[config.mk]
export PLATFORM = sky130hd
export DESIGN_NAME = exec_top
export DESIGN_NICKNAME = d
export VERILOG_FILES = /design/src/design/exec_pkg.sv /design/src/design/exec_issue_if.sv /design/src/design/exec_alu.sv /design/src/design/exec_branch.sv /design/src/design/exec_mul.sv /design/src/design/exec_ctrl.sv /design/src/design/exec_top.sv
export VERILOG_INCLUDE_DIRS = /design/src /design/src/design
export SDC_FILE = /design/constraint.sdc
export NUM_CORES = 2
export LEC_CHECK = 0
export ABC_AREA = 1
export BUFFER_PORTS_ARGS = -buffer_cell sky130_fd_sc_hd__buf_2
export CORE_ASPECT_RATIO = 1.4
export CORE_MARGIN = 1
export CORE_UTILIZATION = 55
export CTS_BUF_LIST = sky130_fd_sc_hd__clkbuf_4 sky130_fd_sc_hd__clkbuf_8
export DETAILED_ROUTE_END_ITERATION = 12
export PLACE_DENSITY_LB_ADDON = 0.2
export RECOVER_POWER = 25
export SETUP_SLACK_MARGIN = 0.02
export SLEW_MARGIN = 20
export SYNTH_ARGS = -nofsm -noshare
export SYNTH_HDL_FRONTEND = slang
export SYNTH_SLANG_ARGS = --single-unit
[constraint.sdc]
create_clock -name clk_i -period 8.2 [get_ports clk_i]
set_input_delay 0.41 -clock clk_i [delete_from_list [all_inputs] [get_ports clk_i]]
set_output_delay 0.41 -clock clk_i [all_outputs]
set_load 0.02 [all_outputs]
[src/design/exec_cfg.svh]
// width settings of the execute stage, included by the package and by RTL that sizes logic
`ifndef EXEC_CFG_SVH
`define EXEC_CFG_SVH

// data path width, operands and results are one word
`define EXEC_XLEN 32

// register file address width
`define EXEC_RADDR_W 5

`endif

[src/design/exec_pkg.sv]
// shared types of the execute stage, compile before the interface and every RTL module
`include "exec_cfg.svh"

package exec_pkg;

    typedef logic [`EXEC_XLEN-1:0]    word_t;     // operands, immediates, pcs, results
    typedef logic [`EXEC_RADDR_W-1:0] reg_addr_t; // destination register
    typedef logic [3:0]               op_code_t;  // raw opcode field, cast per unit

    // unit select, a zero class marks an invalid operation
    typedef enum logic [1:0] {
        CLS_NONE   = 2'd0,
        CLS_ALU    = 2'd1,
        CLS_BRANCH = 2'd2,
        CLS_MUL    = 2'd3
    } op_class_e;

    typedef enum logic [3:0] {
        ALU_ADD  = 4'd0,
        ALU_SUB  = 4'd1,
        ALU_SLL  = 4'd2,
        ALU_SLT  = 4'd3,
        ALU_SLTU = 4'd4,
        ALU_XOR  = 4'd5,
        ALU_SRL  = 4'd6,
        ALU_SRA  = 4'd7,
        ALU_OR   = 4'd8,
        ALU_AND  = 4'd9
    } alu_op_e;

    typedef enum logic [3:0] {
        BR_BEQ  = 4'd0,
        BR_BNE  = 4'd1,
        BR_BLT  = 4'd2,
        BR_BGE  = 4'd3,
        BR_BLTU = 4'd4,
        BR_BGEU = 4'd5,
        BR_JAL  = 4'd6,
        BR_JALR = 4'd7
    } br_op_e;

    typedef enum logic [3:0] {
        MUL_MUL    = 4'd0, // low word
        MUL_MULH   = 4'd1, // signed x signed, high word
        MUL_MULHSU = 4'd2, // signed x unsigned, high word
        MUL_MULHU  = 4'd3  // unsigned x unsigned, high word
    } mul_op_e;

endpackage

[src/design/exec_issue_if.sv]
// one issued operation as seen by the execute stage, driven by the top and read by ctrl and units
`timescale 1ns/1ps

interface exec_issue_if;
    import exec_pkg::*;

    logic      valid;    // single cycle strobe
    op_class_e op_class;
    op_code_t  op_code;
    word_t     rs1_val;
    word_t     rs2_val;  // register or immediate, picked upstream
    word_t     imm;
    word_t     pc;
    reg_addr_t rd_addr;

    // decode side
    modport ctrl (
        input valid,
        input op_class,
        input op_code,
        input rd_addr
    );

    // datapath side
    modport unit (
        input op_code,
        input rs1_val,
        input rs2_val,
        input imm,
        input pc
    );

endinterface

[src/design/exec_alu.sv]
// combinational RV32I integer ALU, evaluates the issued operands every cycle
`timescale 1ns/1ps

`include "exec_cfg.svh"

module exec_alu (
    exec_issue_if.unit      issue,
    output exec_pkg::word_t result_o
);
    import exec_pkg::*;

    localparam int SHAMT_W = $clog2(`EXEC_XLEN);

    alu_op_e            alu_op;
    word_t              op_a;
    word_t              op_b;
    logic [SHAMT_W-1:0] shamt;

    assign alu_op = alu_op_e'(issue.op_code);
    assign op_a   = issue.rs1_val;
    assign op_b   = issue.rs2_val;
    assign shamt  = op_b[SHAMT_W-1:0]; // upper bits of the amount are ignored

    always_comb begin
        case (alu_op)
            ALU_ADD: begin
                result_o = op_a + op_b;
            end
            ALU_SUB: begin
                result_o = op_a - op_b;
            end
            ALU_SLL: begin
                result_o = op_a << shamt;
            end
            ALU_SLT: begin
                result_o = word_t'($signed(op_a) < $signed(op_b));
            end
            ALU_SLTU: begin
                result_o = word_t'(op_a < op_b);
            end
            ALU_XOR: begin
                result_o = op_a ^ op_b;
            end
            ALU_SRL: begin
                result_o = op_a >> shamt;
            end
            ALU_SRA: begin
                result_o = word_t'($signed(op_a) >>> shamt); // sign fill
            end
            ALU_OR: begin
                result_o = op_a | op_b;
            end
            ALU_AND: begin
                result_o = op_a & op_b;
            end
            default: begin
                result_o = '0; // unused encodings
            end
        endcase
    end

endmodule

[src/design/exec_branch.sv]
// combinational branch and jump unit, gives taken flag, target and link value
`timescale 1ns/1ps

module exec_branch (
    exec_issue_if.unit      issue,
    output logic            taken_o,
    output exec_pkg::word_t target_o,
    output exec_pkg::word_t link_o
);
    import exec_pkg::*;

    br_op_e br_op;
    logic   eq;
    logic   lt;         // signed compare
    logic   ltu;        // unsigned compare
    word_t  pc_target;
    word_t  jalr_sum;

    assign br_op = br_op_e'(issue.op_code);

    assign eq  = (issue.rs1_val == issue.rs2_val);
    assign lt  = ($signed(issue.rs1_val) < $signed(issue.rs2_val));
    assign ltu = (issue.rs1_val < issue.rs2_val);

    always_comb begin
        case (br_op)
            BR_BEQ: begin
                taken_o = eq;
            end
            BR_BNE: begin
                taken_o = !eq;
            end
            BR_BLT: begin
                taken_o = lt;
            end
            BR_BGE: begin
                taken_o = !lt;
            end
            BR_BLTU: begin
                taken_o = ltu;
            end
            BR_BGEU: begin
                taken_o = !ltu;
            end
            BR_JAL, BR_JALR: begin
                taken_o = 1'b1; // jumps always leave
            end
            default: begin
                taken_o = 1'b0;
            end
        endcase
    end

    assign pc_target = issue.pc + issue.imm;
    assign jalr_sum  = issue.rs1_val + issue.imm;

    // jalr drops bit 0 of the computed address
    assign target_o = (br_op == BR_JALR) ? (jalr_sum & ~word_t'(1)) : pc_target;

    assign link_o = issue.pc + word_t'(4); // return address

endmodule

[src/design/exec_mul.sv]
// two-stage pipelined 32x32 multiplier, result valid two cycles after the start strobe
`timescale 1ns/1ps

`include "exec_cfg.svh"

module exec_mul (
    input  logic              clk_i,
    input  logic              rst_i,
    input  logic              start_i,
    input  exec_pkg::mul_op_e op_i,
    exec_issue_if.unit        issue,
    output exec_pkg::word_t   result_o
);
    import exec_pkg::*;

    localparam int XLEN = `EXEC_XLEN;

    logic                     a_sign;
    logic                     b_sign;
    logic signed [XLEN:0]     a_q;       // operands widened by one bit
    logic signed [XLEN:0]     b_q;
    mul_op_e                  op1_q;
    logic                     v1_q;      // stage one holds a new pair
    logic signed [2*XLEN+1:0] prod_full;
    logic [2*XLEN-1:0]        prod_q;
    mul_op_e                  op2_q;

    // only the high variants care about operand sign
    assign a_sign = (op_i == MUL_MULH) || (op_i == MUL_MULHSU);
    assign b_sign = (op_i == MUL_MULH);

    always_ff @(posedge clk_i) begin
        if (rst_i) begin
            v1_q <= 1'b0;
        end else begin
            v1_q <= start_i;
        end
    end

    // stage one, extended operands and opcode
    always_ff @(posedge clk_i) begin
        if (start_i) begin
            a_q   <= {a_sign & issue.rs1_val[XLEN-1], issue.rs1_val};
            b_q   <= {b_sign & issue.rs2_val[XLEN-1], issue.rs2_val};
            op1_q <= op_i;
        end
    end

    assign prod_full = a_q * b_q; // 33x33 signed covers all four variants

    // stage two, full product
    always_ff @(posedge clk_i) begin
        if (v1_q) begin
            prod_q <= prod_full[2*XLEN-1:0];
            op2_q  <= op1_q;
        end
    end

    assign result_o = (op2_q == MUL_MUL) ? prod_q[XLEN-1:0] : prod_q[2*XLEN-1:XLEN];

endmodule

[src/design/exec_ctrl.sv]
// execute control, decodes each issue, aligns unit results to three cycles and drives write-back
`timescale 1ns/1ps

module exec_ctrl (
    input  logic                clk_i,
    input  logic                rst_i,
    exec_issue_if.ctrl          issue,
    input  exec_pkg::word_t     alu_result_i,
    input  logic                br_taken_i,
    input  exec_pkg::word_t     br_target_i,
    input  exec_pkg::word_t     br_link_i,
    input  exec_pkg::word_t     mul_result_i,
    output logic                mul_start_o,
    output exec_pkg::mul_op_e   mul_op_o,
    output logic                wb_valid_o,
    output exec_pkg::reg_addr_t wb_addr_o,
    output exec_pkg::word_t     wb_data_o,
    output logic                redirect_o,
    output exec_pkg::word_t     redirect_pc_o
);
    import exec_pkg::*;

    br_op_e    br_op;
    logic      is_jump;
    logic      dec_wr;     // write intent of the issued op
    logic      dec_redir;
    word_t     dec_data;   // early result, alu or link

    op_class_e s1_cls;
    op_class_e s2_cls;
    reg_addr_t s1_rd;
    reg_addr_t s2_rd;
    logic      s1_wr;
    logic      s2_wr;
    logic      s1_redir;
    logic      s2_redir;
    word_t     s1_data;
    word_t     s2_data;
    word_t     s1_target;
    word_t     s2_target;

    assign br_op   = br_op_e'(issue.op_code);
    assign is_jump = (br_op == BR_JAL) || (br_op == BR_JALR);

    assign mul_start_o = issue.valid && (issue.op_class == CLS_MUL);
    assign mul_op_o    = mul_op_e'(issue.op_code);

    always_comb begin
        dec_wr    = 1'b0;
        dec_redir = 1'b0;
        dec_data  = alu_result_i;
        if (issue.valid) begin
            case (issue.op_class)
                CLS_ALU, CLS_MUL: begin
                    dec_wr = 1'b1;
                end
                CLS_BRANCH: begin
                    dec_wr    = is_jump;    // only jumps write the link
                    dec_redir = br_taken_i;
                    dec_data  = br_link_i;
                end
                default: begin
                    dec_wr = 1'b0;          // CLS_NONE does nothing
                end
            endcase
        end
        if (issue.rd_addr == '0) begin
            dec_wr = 1'b0; // x0 is never written
        end
    end

    // alignment flags
    always_ff @(posedge clk_i) begin
        if (rst_i) begin
            s1_wr    <= 1'b0;
            s1_redir <= 1'b0;
            s2_wr    <= 1'b0;
            s2_redir <= 1'b0;
        end else begin
            s1_wr    <= dec_wr;
            s1_redir <= dec_redir;
            s2_wr    <= s1_wr;
            s2_redir <= s1_redir;
        end
    end

    // alignment payload
    always_ff @(posedge clk_i) begin
        s1_cls    <= issue.op_class;
        s1_rd     <= issue.rd_addr;
        s1_data   <= dec_data;
        s1_target <= br_target_i;
        s2_cls    <= s1_cls;
        s2_rd     <= s1_rd;
        s2_data   <= s1_data;
        s2_target <= s1_target;
    end

    always_ff @(posedge clk_i) begin
        if (rst_i) begin
            wb_valid_o <= 1'b0;
            redirect_o <= 1'b0;
        end else begin
            wb_valid_o <= s2_wr;
            redirect_o <= s2_redir;
        end
    end

    // multiplier output lines up with stage two
    always_ff @(posedge clk_i) begin
        wb_addr_o     <= s2_rd;
        wb_data_o     <= (s2_cls == CLS_MUL) ? mul_result_i : s2_data;
        redirect_pc_o <= s2_target;
    end

endmodule

[src/design/exec_top.sv]
// execute stage top level, plain issue ports in and write-back plus redirect out after three cycles
`timescale 1ns/1ps

module exec_top (
    input  logic                clk_i,
    input  logic                rst_i,
    input  logic                issue_valid_i,
    input  exec_pkg::op_class_e op_class_i,
    input  exec_pkg::op_code_t  op_code_i,
    input  exec_pkg::word_t     rs1_val_i,
    input  exec_pkg::word_t     rs2_val_i,
    input  exec_pkg::word_t     imm_i,
    input  exec_pkg::word_t     pc_i,
    input  exec_pkg::reg_addr_t rd_addr_i,
    output logic                wb_valid_o,
    output exec_pkg::reg_addr_t wb_addr_o,
    output exec_pkg::word_t     wb_data_o,
    output logic                redirect_o,
    output exec_pkg::word_t     redirect_pc_o
);
    import exec_pkg::*;

    word_t   alu_result;
    logic    br_taken;
    word_t   br_target;
    word_t   br_link;
    logic    mul_start;
    mul_op_e mul_op;
    word_t   mul_result;

    exec_issue_if issue_if ();

    assign issue_if.valid    = issue_valid_i;
    assign issue_if.op_class = op_class_i;
    assign issue_if.op_code  = op_code_i;
    assign issue_if.rs1_val  = rs1_val_i;
    assign issue_if.rs2_val  = rs2_val_i;
    assign issue_if.imm      = imm_i;
    assign issue_if.pc       = pc_i;
    assign issue_if.rd_addr  = rd_addr_i;

    exec_alu alu_i (
        .issue    (issue_if.unit),
        .result_o (alu_result)
    );

    exec_branch branch_i (
        .issue    (issue_if.unit),
        .taken_o  (br_taken),
        .target_o (br_target),
        .link_o   (br_link)
    );

    exec_mul mul_i (
        .clk_i    (clk_i),
        .rst_i    (rst_i),
        .start_i  (mul_start),
        .op_i     (mul_op),
        .issue    (issue_if.unit),
        .result_o (mul_result)
    );

    exec_ctrl ctrl_i (
        .clk_i         (clk_i),
        .rst_i         (rst_i),
        .issue         (issue_if.ctrl),
        .alu_result_i  (alu_result),
        .br_taken_i    (br_taken),
        .br_target_i   (br_target),
        .br_link_i     (br_link),
        .mul_result_i  (mul_result),
        .mul_start_o   (mul_start),
        .mul_op_o      (mul_op),
        .wb_valid_o    (wb_valid_o),
        .wb_addr_o     (wb_addr_o),
        .wb_data_o     (wb_data_o),
        .redirect_o    (redirect_o),
        .redirect_pc_o (redirect_pc_o)
    );

endmodule

# Word level (Yosys, flattened, before mapping)

Index checks and enable logic that the tools add are counted.

Bits of input ports: 142
Register bits after elaboration: 356

Bitwise logic cells: 7
Equality and inequality tests: 14
$lt $le $gt $ge: 2
Muxes and demuxes: 8
Shift operators: 3
Reduce and logical (&&, ||, !) cells: 13
Add/subtract/negate cells: 5
Multiply operators: 1

Operators with widths:

| operator                                             | number |
|---|---|
| one-hot mux 32 bit (10 select lines)                 | 1 |
| two-way mux 32 bit                                   | 5 |
| adder 32 bit                                         | 3 |
| < comparator 32 bit                                  | 2 |
| multiplier 33 x 33 -> 64 bit                         | 1 |
| adder 32 x 3 -> 32 bit (second input constant)       | 1 |
| AND 32 bit                                           | 1 |
| equality test 32 bit                                 | 1 |
| OR 32 bit                                            | 1 |
| << shifter 32 x 5 -> 32 bit                          | 1 |
| right shift 32 x 5 -> 32 bit                         | 1 |
| >>> shifter 32 x 5 -> 32 bit                         | 1 |
| subtractor 32 bit                                    | 1 |
| bitwise XOR 32 bit                                   | 1 |
| equality test 4 x 3 -> 1 bit (second input constant) | 4 |
| equality test 4 x 2 -> 1 bit (second input constant) | 2 |
| equality test 4 bit (second input constant)          | 2 |
| zero test 4 bit                                      | 2 |
| one-hot mux 1 bit (7 select lines)                   | 1 |
| equality test 2 bit (second input constant)          | 3 |
| OR reduction 3 bit                                   | 2 |
| zero test 5 bit                                      | 1 |
| equality test 4 x 1 -> 1 bit (second input constant) | 1 |
| OR reduction 2 bit                                   | 2 |
| 7 further kinds                                      | 12 |

# Logic depth before layout (Yosys ltp)

Depth after elaboration: 4
Depth in mapped cells: 32
Depth with buffers taken out: 30

# Modules after synthesis

A second synthesis with hierarchy kept.

Cells, all modules: 9071
Area total of the unflattened synthesis: 66667.7 um2

By module, submodules not included:

| module      | cells each | area each (um2) | instances |
|---|---|---|---|
| exec_mul    | 5467       | 45321.0         | 1 |
| exec_alu    | 2069       | 10093.4         | 1 |
| exec_branch | 1077       | 5749.3          | 1 |
| exec_ctrl   | 458        | 5504.0          | 1 |

# Worst setup path after synthesis

No wires, ideal clock.

Kind: register to register
Start: register mul_i.a_q[32]
End: register mul_i.prod_q[63], data pin
Required time: 7.948 ns
Period minus slack after synthesis: 7.302 ns
Setup slack: 0.898 ns
Library setup time: 0.252 ns
Path buffers: 1
Cell stages (with the launch flop): 30
Arrival: 7.050 ns
Cells stage by stage: edfxtp_1 clkbuf_1 nand2_1 inv_1 fa_1 inv_1 fa_1 inv_1 fa_1 inv_1 fa_1 fa_1 inv_1 fa_1 inv_1 fa_1 fa_1 inv_1 ha_1 nand2_1 nor2_1 inv_1 nor3_1 nand2_1 nor3_1 nand2_1 nand2_1 inv_1 nand2_1 nand2_1

Longest elaborated chain between the ends: 1

Ends and longest elaborated chain:

| item                         | RTL line       | text |
|---|---|---|
| start, declared              | exec_mul.sv:20 | `logic signed [XLEN:0] a_q;` |
| start signal, assigned       | exec_mul.sv:43 | `a_q <= {a_sign & issue.rs1_val[XLEN-1], issue.rs1_val};` |
| multiplier 33 x 33 -> 64 bit | exec_mul.sv:49 | `assign prod_full = a_q * b_q;` |
| via mul_i.prod_full[63]      | exec_mul.sv:24 | `logic signed [2*XLEN+1:0] prod_full;` |
| end signal, assigned         | exec_mul.sv:54 | `prod_q <= prod_full[2*XLEN-1:0];` |
| end, declared                | exec_mul.sv:25 | `logic [2*XLEN-1:0] prod_q;` |

The timed path passes the listed nets, and every way through them passes these cells.
A chain may end at the register's enable or synchronous reset.

# Worst setup path after layout

Start: register mul_i.b_q[0]
End: register mul_i.prod_q[33], data pin

Longest elaborated chain between the ends: 1

Ends and longest elaborated chain:

| item                         | RTL line       | text |
|---|---|---|
| start, declared              | exec_mul.sv:21 | `logic signed [XLEN:0] b_q;` |
| start signal, assigned       | exec_mul.sv:44 | `b_q <= {b_sign & issue.rs2_val[XLEN-1], issue.rs2_val};` |
| multiplier 33 x 33 -> 64 bit | exec_mul.sv:49 |  |
| via mul_i.prod_full[33]      | exec_mul.sv:24 |  |

The timed path passes the listed nets, and every way through them passes these cells.

==> results.md <==
- Final cell count without fillers: around 10,000
- Inst Count DP: about 10,000
- CP max stage delay: 0.54 ns
- Die Wd: roughly 300 um
- Largest net degree at the start of global routing: a little over 80
- F_max: roughly 130 MHz
- Vias: between 50,000 and 60,000
- Compound-cell area share of the yosys netlist: a little over 6%
- Core Area: roughly 0.12 mm^2
- Top post-synthesis cells by area: fa_1 (35%), nand2_1 (14%), inv_1 (12%)
- Worst EP arrival: about 8.4 ns
- Outcome: finished, final reports clean
- TritonCTS clock tree: built
- Ys async rst share: 0%
- I/O Pins: 213
- WP buf/inv: 10
- Htree depth: 2
- Yosys reg bits: 356
- Largest family of logic cells by synthesized area: adder cells
- CTS Buf Count: 53
- Post-synth top area share: around a third
- Routed Antenna Nets: 0
- Worst Tran Pin Value: around 1.4 ns
- CP Capture Type: flip-flop
- Area growth syn-to-layout: 7.38%
- Wirelength per Cell: approximately 24 um
- Post-Syn Nets: between 10,000 and 15,000
- Hpwl dp: 207 mm
- CP delay by family, top: adder cells
- Full die area: ~0.12 mm^2
- Multiplexer share of the synthesized area: less than 1%
- Startpoint types: flip-flop
- Final WL: around 250 mm
- Root buffer cell: clkbuf_8
- Fin. Hold Viols: 0
- Clk_lat worst skew: between 0.6 and 0.7 ns
- Syn_area_per_cell: approximately 7.4 um^2
- Sequential area share after synthesis: between 10% and 20%
- Pins Over Slew Limit: 0
- Global-route wire length before repair: between 300 and 400 mm
- Tot GR Track Use: 42.2%
- Critical Path Fanout Max: 32
- Starting Density: 55.5%
- Mapped Cells: just under 9,000
- Post-synth EDFFs: ~140
- Initial antenna violation count: 23
- Rel. slew slack: ~7.8%
- RSZ-0062 raised after global routing: false
- Slowest cell on crit path: fa_1
- Synthesized cell area: between 0.06 and 0.07 mm^2
- Placer Congestion: 1.06
- Simple-gate share of the synthesized area: about 22%
- Area leader, netlist: fa_1
- Register clock-pin slew on the reported worst setup and hold paths: 0.07 ns
- Clock Skew: between 0.03 and 0.04 ns
- Pre-Repair DR Iteration Count: 6
- Max-Cap Viols: 0
- Setup violators final: 0
- Die H: 407 um
- I/O Buffers: 212
- DRC: 0
- Commonest register cell after synthesis: dfxtp_1
- WP data required: 8.64 ns
- Placed inst area: a little under 0.07 mm^2
- Deepest clock path buffer count: 3
- Adder-cell share of the synthesized area: between 40% and 50%
- Fin area: roughly 0.069 mm^2
- Min-delay worst type: input port to flip-flop
- Tcrit/Tclk final: between 90% and 100%
- Routed vias/inst: 5.62
- Nets: 10,500
- Fin crit period: 7.98 ns
- Post-synthesis cell type count: 55
- Pre-CTS WS: -0.0807 ns
- Row cnt: ~150
- Residual overflow from global routing: 0
- DRT iter0 DRCs: around 4,800
- Ys Warns: 0
- Worst setup margin: ~0.22 ns
- Vias in the first global route: around 62,000
- Sink Count: between 300 and 400
- Layout cell share with drive strength beyond 1: 5.79%
- CP Class: flip-flop to flip-flop
- Synth Area in XOR/XNOR: under 10%
- Most frequent CP cell: inv_1
registers in the layout, summed over array words and instances (netlist names), 4 cells and up:
name,flops
mul_i.prod_q,64
mul_i.a_q,33
mul_i.b_q,33
ctrl_i.redirect_pc_o,32
ctrl_i.s1_data,32
ctrl_i.s1_target,32
ctrl_i.s2_data,32
ctrl_i.s2_target,32
ctrl_i.wb_data_o,32
ctrl_i.s1_rd,5
ctrl_i.s2_rd,5
ctrl_i.wb_addr_o,5
mul_i.op1_q,4
mul_i.op2_q,4
final timing paths:
path,from,to,slack [ns],depth (start not counted)
setup reg to reg,mul_i.b_q[0],mul_i.prod_q[33],0.22,29
hold / removal,issue_valid_i,ctrl_i.s1_wr,0.1,3
setup / recovery,mul_i.b_q[0],mul_i.prod_q[33],0.22,29
hold reg to reg,ctrl_i.s2_target[2],ctrl_i.redirect_pc_o[2],0.32,0
cells in the final DEF, fill, tap and decap left out, types with 19 or more instances in the layout:
cell type         n
nand2_1        2330
inv_1          2147
fa_1           1129
nand3_1         536
nor2_1          461
ha_1            371
o21ai_0         280
a21oi_1         273
dfxtp_1         217
buf_2           161
buf_4           154
edfxtp_1        138
nand4_1          72
xor2_1           65
clkbuf_8         60
nor3_1           54
clkbuf_1         52
buf_12           35
o211ai_1         31
o21bai_1         27
xnor2_1          22
a21o_1           20
dlygate4sd3_1    19
Yosys cell counts, drive strengths merged (16+ instances only):
| cell | instances |
|---|---|
| or2 | 16 |
| xnor2 | 22 |
| nand3 | 539 |
| nand2 | 2337 |
| nand4 | 72 |
| nor3 | 56 |
| buf | 81 |
| dfxtp | 218 |
| xor2 | 66 |
| fa | 1129 |
| edfxtp | 138 |
| o211ai | 31 |
| clkbuf | 301 |
| o21ai | 292 |
| o21bai | 27 |
| a21o | 20 |
| inv | 2159 |
| a21oi | 274 |
| o22ai | 17 |
| nor2 | 475 |
| ha | 371 |
| a31oi | 17 |
final cells by class:
class                           instances  area [um^2]
Antenna cell                            5         12.5
Inverter                             2160         8110
Tap cell                             1500         1880
Multi-Input combinational cell       5833        46400
Clock buffer                           76          946
Fill cell                           10800        47000
Sequential cell                       356         8510
Timing Repair Buffer                  425         3100
Clock inverter                         24          312
repair_timing:
action | 4_1_cts | 5_1_grt
setup endpoints to repair | 3 | 8
endpoints found under the hold margin | 22 | 0
setup buffers | 5 | 12
hold buffers | 19 | 0
gates resized for setup | 1 | 6
per-stage QoR:
stage	utilization [%]	TNS, ns	hold WS, ns
finish	59.6	0	0.0997
global route	59.6	0	0.104
CTS	59.5	0	0.00134
detailed placement	58.2	-0.154	0.312
global placement	58.2	-0.314	0.310
floorplan	-	0	0.310
layer usage:
layer  vias up  track usage [%]  wire, um
met1     28300             45.8     83000
li1      26100                -         -
met4        16             31.9     22600
met3       977             8.06     20600
met5         -                0        97
met2      2900             72.7    121000
worst reg2reg max path: cells and delay by family, from the launching register on:
kind                     cells  cell delay (ns)
XOR/XNOR                     1             0.34
adder cells (fa/ha/maj)      9             4.55
buffers and inverters       10             0.88
flip-flops                   1             0.40
AND/OR/NAND/NOR              9             1.60
cell families (layout without fill, tap and decap cells):
family | Yosys count | count (layout)
other | 0 | 5
AND/OR/NAND/NOR | 3532 | 3532
XOR/XNOR | 88 | 88
adder cells (fa/ha/maj) | 1500 | 1500
multiplexers | 2 | 2
buffers and inverters | 2542 | 2685
AO/OA/AOI/OAI | 711 | 711
flip-flops | 356 | 356
Power is left out: the tool's default activity adds up to more than one toggle a clock period on the data nets, which glitch-free logic cannot reach.
